## src/source/display_pkg.sv

```systemverilog
// shared widths, timing constants and types for the four-digit seven-segment driver
// modules pull these in with a wildcard import in their headers
`default_nettype none

package display_pkg;

	// display geometry
	localparam int NUM_DIGITS      = 4; // digits on the display
	localparam int SEGMENTS        = 7; // segments a..g per digit
	localparam int SLOTS_PER_DIGIT = 8; // seven segment slots then one blank slot
	localparam int BCD_WIDTH       = 4; // bits per bcd digit

	// scan timing, kept small for simulation
	localparam int SLOT_CYCLES      = 4; // clocks per slot
	localparam int FRAME_CYCLES     = NUM_DIGITS * SLOTS_PER_DIGIT * SLOT_CYCLES; // 128
	localparam int FRAMES_PER_COUNT = 2; // full frames between count advances

	// counter widths
	localparam int PRESCALE_WIDTH = $clog2(SLOT_CYCLES); // slot prescaler bits
	localparam int TALLY_WIDTH    = $clog2(FRAMES_PER_COUNT + 1); // frame tally bits

	typedef logic [BCD_WIDTH-1:0] bcd_digit_t; // one decimal digit, 0 to 9

	// four digits packed, most significant digit in the upper nibble
	typedef logic [NUM_DIGITS*BCD_WIDTH-1:0] display_count_t;

	// active low, bit 6 is segment a down to bit 0 for segment g
	typedef logic [SEGMENTS-1:0] segment_pattern_t;

	typedef logic [NUM_DIGITS-1:0] anode_select_t; // one-hot, bit 0 is the rightmost digit

	typedef logic [$clog2(SLOTS_PER_DIGIT)-1:0] slot_index_t; // slot within a digit

	typedef logic [PRESCALE_WIDTH-1:0] prescale_t; // clock count inside a slot

	typedef logic [TALLY_WIDTH-1:0] frame_tally_t; // frames seen since last advance

	// what the counter does on the next edge
	typedef enum logic [1:0] {
		update_hold    = 2'd0, // keep the count
		update_advance = 2'd1, // add one with decimal carry
		update_clear   = 2'd2  // back to 0000
	} count_update_t;

endpackage

`default_nettype wire

```

## src/source/digit_counter.sv

```systemverilog
// four-digit bcd counter that steps once every FRAMES_PER_COUNT display frames
// run gates the frame tally, clear returns the count to zero and wins over advance
`timescale 1ns/100ps
`default_nettype none

module digit_counter
	import display_pkg::*;
(
	input  logic           CLK,
	input  logic           reset,     // sync, active high
	input  logic           run,       // level, counting allowed
	input  logic           clear,     // one-cycle pulse
	input  logic           frame_end, // last clock of each frame
	output display_count_t count
);

	frame_tally_t   tally;     // frames counted toward the next advance
	count_update_t  update;    // choice for this edge
	display_count_t count_inc; // count plus one in decimal
	bcd_digit_t     digit;     // working digit for the carry chain
	logic           carry;     // ripple carry between digits
	logic           tally_full; // this frame completes the tally

	assign tally_full = (tally == TALLY_WIDTH'(FRAMES_PER_COUNT - 1));

	always_comb begin
		if (clear) begin
			update = update_clear; // clear beats everything
		end else if (frame_end && run && tally_full) begin
			update = update_advance;
		end else begin
			update = update_hold;
		end
	end

	// decimal increment, a 9 rolls to 0 and carries into the next digit
	always_comb begin
		carry = 1'b1; // adding one
		for (int i = 0; i < NUM_DIGITS; i++) begin
			digit = count[i*BCD_WIDTH +: BCD_WIDTH];
			if (carry) begin
				if (digit >= bcd_digit_t'(9)) begin
					digit = '0; // roll over, keep carrying
				end else begin
					digit = digit + 1'b1;
					carry = 1'b0; // carry absorbed
				end
			end
			count_inc[i*BCD_WIDTH +: BCD_WIDTH] = digit;
		end
	end

	always_ff @(posedge CLK) begin
		if (reset) begin
			count <= '0;
			tally <= '0;
		end else begin
			case (update)
				update_clear: begin
					count <= '0;
					tally <= '0; // clear restarts the tally
				end
				update_advance: begin
					count <= count_inc; // 9999 wraps to 0000
					tally <= '0;
				end
				default: begin
					if (frame_end && run) begin
						tally <= tally + 1'b1; // frames with run low are ignored
					end
				end
			endcase
		end
	end

endmodule

`default_nettype wire

```

## src/source/pattern_latch.sv

```systemverilog
// decodes the bcd count into active-low segment patterns
// all four patterns reload together on frame_end so a frame never mixes two counts
`timescale 1ns/100ps
`default_nettype none

module pattern_latch
	import display_pkg::*;
(
	input  logic             CLK,
	input  logic             reset,     // sync, active high
	input  logic             frame_end, // snapshot strobe
	input  display_count_t   count,     // live count from the counter
	output segment_pattern_t pattern_0, // least significant digit
	output segment_pattern_t pattern_1,
	output segment_pattern_t pattern_2,
	output segment_pattern_t pattern_3  // most significant digit
);

	segment_pattern_t decoded [NUM_DIGITS]; // per-digit decode of the live count

	// active-low table, segment a in bit 6 through g in bit 0
	function automatic segment_pattern_t decode_digit(input bcd_digit_t value);
		segment_pattern_t seg;
		case (value)
			4'h0:    seg = 7'b0000001;
			4'h1:    seg = 7'b1001111;
			4'h2:    seg = 7'b0010010;
			4'h3:    seg = 7'b0000110;
			4'h4:    seg = 7'b1001100;
			4'h5:    seg = 7'b0100100;
			4'h6:    seg = 7'b0100000;
			4'h7:    seg = 7'b0001111;
			4'h8:    seg = 7'b0000000;
			default: seg = 7'b0000100; // 9, and anything out of range
		endcase
		return seg;
	endfunction

	always_comb begin
		for (int i = 0; i < NUM_DIGITS; i++) begin
			decoded[i] = decode_digit(count[i*BCD_WIDTH +: BCD_WIDTH]);
		end
	end

	always_ff @(posedge CLK) begin
		if (reset) begin
			pattern_0 <= decode_digit('0); // display starts at 0000
			pattern_1 <= decode_digit('0);
			pattern_2 <= decode_digit('0);
			pattern_3 <= decode_digit('0);
		end else if (frame_end) begin
			pattern_0 <= decoded[0]; // in force from the next frame's first cycle
			pattern_1 <= decoded[1];
			pattern_2 <= decoded[2];
			pattern_3 <= decoded[3];
		end
	end

endmodule

`default_nettype wire

```

## src/source/segment_scanner.sv

```systemverilog
// walks the digits one segment slot at a time, lighting at most one segment
// each digit gets seven segment slots and one blank slot, each SLOT_CYCLES clocks long
`timescale 1ns/100ps
`default_nettype none

module segment_scanner
	import display_pkg::*;
(
	input  logic             CLK,
	input  logic             reset,     // sync, active high
	input  segment_pattern_t pattern_0, // digit 0, rightmost
	input  segment_pattern_t pattern_1,
	input  segment_pattern_t pattern_2,
	input  segment_pattern_t pattern_3, // digit 3, leftmost
	output logic             frame_end, // last clock of digit 3 slot 7
	output anode_select_t    anode,     // active high, one-hot
	output segment_pattern_t seg_n      // active low, at most one bit low
);

	prescale_t        prescale;      // clock within the current slot
	prescale_t        prescale_next;
	slot_index_t      slot;          // slot within the current digit
	slot_index_t      slot_next;
	anode_select_t    anode_next;
	segment_pattern_t pattern_sel;   // pattern of the digit about to be shown
	segment_pattern_t slot_mask;     // one-hot mask of the segment for the next slot
	segment_pattern_t seg_next;
	logic             slot_done;     // final clock of a slot
	logic             last_slot;     // blank slot of the digit

	assign slot_done = (prescale == prescale_t'(SLOT_CYCLES - 1));
	assign last_slot = (slot == slot_index_t'(SLOTS_PER_DIGIT - 1));

	// frame ends as digit 3 finishes its blank slot
	assign frame_end = anode[NUM_DIGITS-1] & last_slot & slot_done;

	// sequencer next state
	always_comb begin
		prescale_next = prescale;
		slot_next     = slot;
		anode_next    = anode;
		if (anode == '0) begin
			anode_next    = anode_select_t'(1); // first clock out of reset, digit 0 slot 0
			slot_next     = '0;
			prescale_next = '0;
		end else if (slot_done) begin
			prescale_next = '0;
			if (last_slot) begin
				slot_next  = '0;
				anode_next = {anode[NUM_DIGITS-2:0], anode[NUM_DIGITS-1]}; // rotate, 3 wraps to 0
			end else begin
				slot_next = slot + 1'b1;
			end
		end else begin
			prescale_next = prescale + 1'b1;
		end
	end

	// pattern for the digit that will be lit next cycle
	always_comb begin
		case (anode_next)
			4'b0001: pattern_sel = pattern_0;
			4'b0010: pattern_sel = pattern_1;
			4'b0100: pattern_sel = pattern_2;
			4'b1000: pattern_sel = pattern_3;
			default: pattern_sel = '1; // nothing lit
		endcase
	end

	// slot k drives only bit 6-k, the blank slot drives nothing
	always_comb begin
		slot_mask = '0;
		if (slot_next < slot_index_t'(SEGMENTS)) begin
			slot_mask[SEGMENTS-1-slot_next] = 1'b1;
		end
		seg_next = pattern_sel | ~slot_mask; // unmasked bits forced high
	end

	always_ff @(posedge CLK) begin
		if (reset) begin
			anode    <= '0; // dark until the first clock after reset
			slot     <= '0;
			prescale <= '0;
			seg_n    <= '1; // all segments off
		end else begin
			anode    <= anode_next;
			slot     <= slot_next;
			prescale <= prescale_next;
			seg_n    <= seg_next; // registered so no glitch lights two segments
		end
	end

endmodule

`default_nettype wire

```

## src/source/display_top.sv

```systemverilog
// top of the multiplexed display driver, counter into latch into scanner
// run and clear come from outside, anode and seg_n go to the board
`timescale 1ns/100ps
`default_nettype none

module display_top
	import display_pkg::*;
(
	input  logic             CLK,
	input  logic             reset, // sync, active high
	input  logic             run,   // level, lets the count advance
	input  logic             clear, // one-cycle pulse, count to 0000
	output anode_select_t    anode, // digit drive, active high
	output segment_pattern_t seg_n  // segment drive, active low
);

	display_count_t   count;     // live bcd count
	logic             frame_end; // frame boundary strobe
	segment_pattern_t pattern_0; // latched patterns, digit 0 rightmost
	segment_pattern_t pattern_1;
	segment_pattern_t pattern_2;
	segment_pattern_t pattern_3;

	digit_counter digit_counter_inst (
		.CLK       (CLK),
		.reset     (reset),
		.run       (run),
		.clear     (clear),
		.frame_end (frame_end),
		.count     (count)
	);

	pattern_latch pattern_latch_inst (
		.CLK       (CLK),
		.reset     (reset),
		.frame_end (frame_end),
		.count     (count),
		.pattern_0 (pattern_0),
		.pattern_1 (pattern_1),
		.pattern_2 (pattern_2),
		.pattern_3 (pattern_3)
	);

	segment_scanner segment_scanner_inst (
		.CLK       (CLK),
		.reset     (reset),
		.pattern_0 (pattern_0),
		.pattern_1 (pattern_1),
		.pattern_2 (pattern_2),
		.pattern_3 (pattern_3),
		.frame_end (frame_end),
		.anode     (anode),
		.seg_n     (seg_n)
	);

endmodule

`default_nettype wire

```

## config.mk

```make
export PLATFORM = sky130hd
export DESIGN_NAME = display_top
export DESIGN_NICKNAME = d
export VERILOG_FILES = /design/src/source/display_pkg.sv /design/src/source/digit_counter.sv /design/src/source/pattern_latch.sv /design/src/source/segment_scanner.sv /design/src/source/display_top.sv
export SDC_FILE = /design/constraint.sdc
export NUM_CORES = 1
export LEC_CHECK = 0
export ABC_AREA = 1
export BUFFER_PORTS_ARGS = -buffer_cell sky130_fd_sc_hd__buf_2
export CORE_MARGIN = 2
export CORE_UTILIZATION = 40
export CTS_CLUSTER_SIZE = 40
export DETAILED_ROUTE_END_ITERATION = 8
export SETUP_SLACK_MARGIN = 0.2
export SLEW_MARGIN = 10
export SYNTH_ARGS = -nofsm -noshare
export SYNTH_HDL_FRONTEND = slang
export SYNTH_SLANG_ARGS = --single-unit
```

## constraint.sdc

```tcl
create_clock -name CLK -period 2.4 [get_ports CLK]
set_input_delay 0.48 -clock CLK [delete_from_list [all_inputs] [get_ports CLK]]
set_output_delay 0.48 -clock CLK [all_outputs]
set_load 0.03 [all_outputs]
```

### After elaboration in Yosys (flattened, before gate mapping)

Memories as Yosys holds them, arrays and structs flattened. A register that Yosys moved wholly into a read port is not among the register bits.
Cells that the tools add are included.

* bits in registers: 34
* ROM bits: 448
* input bits: 4
* word-level logic and storage cells: 79
* memories kept: 4

Memories
* (name not given): depth 16, width 7, rd ports 1, clocked after memory_dff 1, wr ports 0, line pattern_latch.sv:24 `case (value)`
* (name not given): depth 16, width 7, rd ports 1, clocked after memory_dff 1, wr ports 0, line pattern_latch.sv:24
* (name not given): depth 16, width 7, rd ports 1, clocked after memory_dff 1, wr ports 0, line pattern_latch.sv:24
* (name not given): depth 16, width 7, rd ports 1, clocked after memory_dff 1, wr ports 0, line pattern_latch.sv:24

* $add $sub $neg: 8
* magnitude comparators: 7
* equal/unequal tests: 12
* mux-type cells: 25
* bitwise operators: 4
* reductions and logical operators: 10

Operators by type and width (count)
* 4-bit 2-to-1 mux: 10
* 32-bit by 1-bit >= comparator with 1-bit output, second input constant: 1
* 32-bit by 4-bit less-than comparator with 1-bit output, second input constant: 1
* 16-bit one-hot mux with 2 select lines: 1
* 7-bit one-hot mux with 4 select lines: 1
* 4-bit by 1-bit adder with 4-bit output, second input constant: 4
* 4-bit >= comparator, second input constant: 4
* 3-bit 2-to-1 mux: 3
* 1-bit 2-to-1 mux: 7
* 7-bit 2-to-1 mux: 1
* 7-bit NOT: 1
* 7-bit OR: 1
* 2-bit by 1-bit != test with 1-bit output, second input constant: 3
* 2-bit AND reduction: 3
* 3-bit OR reduction: 2
* 2-bit by 1-bit adder with 2-bit output, second input constant: 2
* 2-bit by 1-bit equality test with 1-bit output, second input constant: 2
* 2-bit equality test, second input constant: 2
* 4-bit by 1-bit equality test with 1-bit output, second input constant: 1
* 4-bit by 2-bit equality test with 1-bit output, second input constant: 1
* 4-bit by 3-bit equality test with 1-bit output, second input constant: 1
* 4-bit equality test, second input constant: 1
* 4-bit zero test: 1
* 3-bit by 3-bit subtractor with 4-bit output, first input constant: 1
* 8 further kinds: 11

### Logic depth before layout (Yosys ltp)

* depth after elaboration: 12
* gate-level depth with buffers: 15
* mapped depth without buffers: 15

### By module

Synthesis repeated with hierarchy kept, for this count alone.

* cell total of the unflattened synthesis: 559
* area, all modules: 4102.7 um^2

By module, submodules not included
* pattern_latch: instances 1, cells each 213, area an instance 1819.2 um^2, seq. area each 560.5 um^2
* segment_scanner: instances 1, cells each 190, area an instance 1164.9 um^2, seq. area each 320.3 um^2
* digit_counter: instances 1, cells each 156, area an instance 1118.6 um^2, seq. area each 360.3 um^2

### Least setup slack after synthesis

Ideal clock, no wire load.

* path type: flip-flop to flip-flop
* start point: reg segment_scanner_inst.slot[0]
* end point: reg segment_scanner_inst.seg_n[6]
* arrival time: 1.708 ns
* setup slack: 0.571 ns
* cell stages (with the launch flop): 13
* buffers on the path: 0
* period minus slack after synthesis: 1.829 ns
* cell sequence: dfxtp_1 > ha_1 > ha_1 > nor2_1 > nand2_1 > nand2_1 > nand2_1 > inv_1 > ha_1 > nor2_1 > nand3_1 > nor2_1 > nand3_1

* longest elaborated chain between the ends: 12
* elaborated cells between the ends (all ways): 23

RTL lines
* start: declaration: line segment_scanner.sv:22 `slot_index_t slot;`
* start signal: assignment: line segment_scanner.sv:87 `slot <= slot_next;`
* 3-bit by 1-bit adder with 3-bit output or 3-bit equality test (tied branches): line segment_scanner.sv:52, segment_scanner.sv:32
* 3-bit 2-to-1 mux: line segment_scanner.sv:48 `if (last_slot) begin`
* 3-bit 2-to-1 mux (*): line segment_scanner.sv:46 `end else if (slot_done) begin`
* 3-bit 2-to-1 mux (*): line segment_scanner.sv:42 `if (anode == '0) begin`
* net segment_scanner_inst.slot_next[0]: line segment_scanner.sv:23 `slot_index_t slot_next;`
* 3-bit by 3-bit subtractor with 4-bit output: line segment_scanner.sv:74 `slot_mask[SEGMENTS-1-slot_next] = 1'b1;`
* 32-bit by 1-bit >= comparator with 1-bit output (implied by the code) or 32-bit by 4-bit less-than comparator with 1-bit output (tied branches): line segment_scanner.sv:74
* 1-bit logical AND (implied by the code): line segment_scanner.sv:74
* 1-bit 2-to-1 mux (implied by the code): line segment_scanner.sv:74
* 1-bit demux with 3-bit select
* 7-bit 2-to-1 mux (*): line segment_scanner.sv:73 `if (slot_next < slot_index_t'(SEGMENTS)) begin`
* 7-bit NOT (*): line segment_scanner.sv:76 `seg_next = pattern_sel | ~slot_mask;`
* 7-bit OR (*): line segment_scanner.sv:76
* end signal: assignment: line segment_scanner.sv:89 `seg_n <= seg_next;`
* end: declaration: line segment_scanner.sv:17 `output segment_pattern_t seg_n`

The timed path passes the listed nets; every way through them passes the cells marked *.
A chain may end at the register's enable or synchronous reset.

### Worst setup path after layout

* start point: reg segment_scanner_inst.slot[0]
* end point: reg segment_scanner_inst.seg_n[5]

Same word-level chain as after synthesis.

==> qor.yml <==
run_status:
  status: "completed"
critical_path:
  cp_max_fo: 4
  regToRegSetupSlack_ns: 0.39
  cp-endpoint: "segment_scanner_inst.seg_n[5]"
  crit_chain: "ha_1 > ha_2 > nor2_1 > nand2_1 > nand2_2 > nand2_2 > inv_1 > ha_2 > inv_1 > nand3_1 > nand2_1 > nor2_1 > nand2_1 > nor2_1 > nand2_1"
  start_kind: "flip-flop"
  cp_data_arrival_time_ns: 2.25
  end_kind: "flip-flop"
  cp_slowest_cell: "dfxtp_1"
  critPathKind: "reg2reg"
  rr_endpoint: "segment_scanner_inst.seg_n[5]"
  reg2reg_depth: 15
  cp_common_cell: "nand2_1"
  timing.rr.start: "segment_scanner_inst.slot[0]"
  required_ns: 2.63
  max_stage_delay_ns: 0.33
  startpoint: "segment_scanner_inst.slot[0]"
synth:
  yosys.cell_types.count: 39
  synth_area_leader_cell: "dfxtp_1"
  ys.flop_type: "dfxtp_1"
  synth-edff-count: 0
  yosysSeqAreaShare_pct: 35.1
  synth_area_um2: 3530
  ys_async_sr_fraction_pct: 0
  yosys.area.top_type_share_pct: 35.1
  yosys_warnings: 0
  synth-seq-cells: 62
  netlist_top_cells_area: "dfxtp_1 (35%), nand2_1 (11%), ha_1 (9.2%)"
  synth_nets: 535
  syn_avg_cell_area_um2: 7.00
  synthCells: 505
clock_tree:
  clkTransAtPathRegs_ns: 0.08
  clockBufferDepth: 2
  clock_latency_ns: 0.35
  cts_tree: "built"
  cts-root-buf: "clkbuf_8"
  cts_made_buffers: 9
  htreeDepth: 3
  cts-hold-fix-buffers: 0
  cts.sinks: 62
final_layout:
  fillers: 904
  nets: 548
  multi_input_area_um2: 1980
  final_area_um2: 3880
  area_growth_pct: 9.91
  layout.cells.non_filler: 631
  layout-drive-gt1-share_pct: 14.0
  seqCellArea_um2: 1240
  final_util_pct: 45.0
  num_antenna_cells: 0
run:
  max-cap-violations: 0
detailed_routing:
  vias_per_cell: 5.03
  wire_per_inst_um: 12.8
  drt-pass1-iter-count: 4
  vias: 3174
  ant_nets: 0
  wl_um: 8080
  drt_iter0_drc: 160
  route.detailed.drc: 0
power:
  power.density_nw_per_um2: 507
  pwr-share-seq_pct: 53.1
  sw_frac_of_total_pct: 27.0
  internal_power_mw: 1.44
  p_leak_nw: 1.63
  combPwrFrac_pct: 5.7
  clockPowerShare_pct: 41.2
  power_switching_mw: 0.531
  irDropWorstVdd_mv: 0.232
global_routing:
  grtUsageMet2_pct: 29.6
  grt_use_met1_pct: 23.1
  busiest_layer: "met2"
  grt_pass1_wl_um: 14100
  grt_pass1_vias: 3029
  grt_start_max_net_pins: 33
  grt.overflow.total: 0
  use_met3_pct: 4.65
  antenna_found_initial: 0
  grtUsageTotal_pct: 18.0
sta:
  rsz0062_at_grt: "no"
  max_slew_margin_pct: 63.0
  setup_tns_ns: 0
  period_minus_slack_ns: 2.01
  fmax_mhz: 496
  worst_pin_slew_ns: 0.555
  finalHoldViolations: 0
  finalSetupViolCount: 0
  holdWs_ns: 0.407
  final.setup_skew_ns: 0.0136
  report.final.slew_viol_count: 0
  post-route-period-util_pct: 83.9
floorplan:
  die_h_um: 98.0
  dieArea_um2: 9600
  start_util_pct: 40.9
  die_x_um: 98.0
  num_rows: 34
  pin_count: 15
  core_area_um2: 8640
placement:
  portBuffers: 14
  dp_cells: 613
  post-dp-hpwl_um: 6040
  dpl_cell_area_um2: 3680
  gp_congestion: 0.845
min_path:
  hold_path.class: "in2reg"
-- cells in the mapped netlist, types with 8 or more instances --
library cell  count
nand2_1          99
dfxtp_1          62
nor2_1           60
inv_1            56
nand3_1          40
a21oi_1          39
ha_1             26
nand4_1          16
o21ai_0          15
inv_2             9
nand2_2           9
o21ai_1           9
clkbuf_1          8
-- layout by cell type (no fill, tap or decap), types with 5 or more instances in the layout --
| master | n |
|---|---|
| nor2_1 | 60 |
| buf_2 | 14 |
| o21ai_0 | 15 |
| nand2_1 | 96 |
| inv_2 | 9 |
| ha_1 | 22 |
| nand3_1 | 40 |
| buf_4 | 5 |
| a21oi_1 | 39 |
| inv_1 | 56 |
| a32oi_1 | 5 |
| nand4_1 | 16 |
| nor3_1 | 5 |
| dfxtp_1 | 62 |
| o21ai_1 | 9 |
| clkbuf_8 | 9 |
| nand2_2 | 12 |
-- cells by family after synthesis --
| family | count (synthesis) | synth area share (%) |
|---|---|---|
| and+or+nand+nor | 245 | 31.6 |
| adders and majority gates | 26 | 9.20 |
| DFF | 62 | 35.1 |
| AOI/OAI and AO/OA | 85 | 13.7 |
| xor gates and xnor gates | 4 | 0.991 |
| buffers and inverters | 83 | 9.34 |
-- worst min path at each step --
stage                                     startpoint                          endpoint  slack (ns)  cells past startpoint
floorplan           segment_scanner_inst.prescale[0]  segment_scanner_inst.prescale[0]        0.40                      1
global placement    segment_scanner_inst.prescale[0]  segment_scanner_inst.prescale[0]        0.41                      1
detailed placement  segment_scanner_inst.prescale[0]  segment_scanner_inst.prescale[0]        0.42                      1
CTS                                            reset      segment_scanner_inst.slot[1]        0.38                      2
global route                                   reset     segment_scanner_inst.anode[3]        0.41                      2
finish                                         reset      segment_scanner_inst.slot[1]        0.41                      2
-- registers in the layout, indices dropped and copies added (netlist names) --
signal                         cells
segment_scanner_inst.slot          3
pattern_latch_inst.pattern_3       7
digit_counter_inst.count          16
segment_scanner_inst.seg_n         7
segment_scanner_inst.anode         4
pattern_latch_inst.pattern_0       7
pattern_latch_inst.pattern_2       7
segment_scanner_inst.prescale      2
digit_counter_inst.tally           2
pattern_latch_inst.pattern_1       7
-- routing by layer --
| metal | routed length (um) | vias up |
|---|---|---|
| met5 | 0 | - |
| met4 | 123 | 0 |
| met3 | 252 | 14 |
| met2 | 3640 | 40 |
| met1 | 4070 | 1438 |
| li1 | - | 1682 |
-- power by group through the flow --
stage               combinational (mW)  clock, mW  sequential (mW)
finish                           0.112      0.811             1.05
global route                     0.126      0.884             1.05
CTS                              0.111      0.844             1.05
detailed placement               0.111          0             1.07
global placement                 0.111          0             1.07
floorplan                       0.0821          0             1.07
-- critical path, delay by kind of cell (launching register included) --
family | cells | cell delay, ns
adders and majority gates | 3 | 0.62
DFF | 1 | 0.33
buffers and inverters | 2 | 0.12
and+or+nand+nor | 10 | 0.81
-- through the flow --
| step | total power, mW | setup WS [ns] |
|---|---|---|
| 2_1_floorplan | 1.15 | 0.571 |
| 3_3_place_gp | 1.18 | 0.381 |
| 3_5_place_dp | 1.18 | 0.345 |
| 4_1_cts | 2.00 | 0.314 |
| 5_1_grt | 2.06 | 0.198 |
| 6_report | 1.97 | 0.386 |
-- what timing repair did --
| item | in CTS | in global routing |
|---|---|---|
| resized for setup | 0 | 7 |
| endpoints found under the setup margin | 0 | 27 |
| hold endpoints to repair | 0 | 0 |
| buffers inserted | 0 | 2 |
-- cell type report --
cell class              instances  area share [%]
clock buffers                   9            3.19
clock inverters                 7            1.26
inverters                      66            6.38
multi-input cells             360            51.0
flip-flops and latches         62            31.9
well taps                     108            3.48
repair buffers                 19            2.77
(Power assumes the default switching activity.)
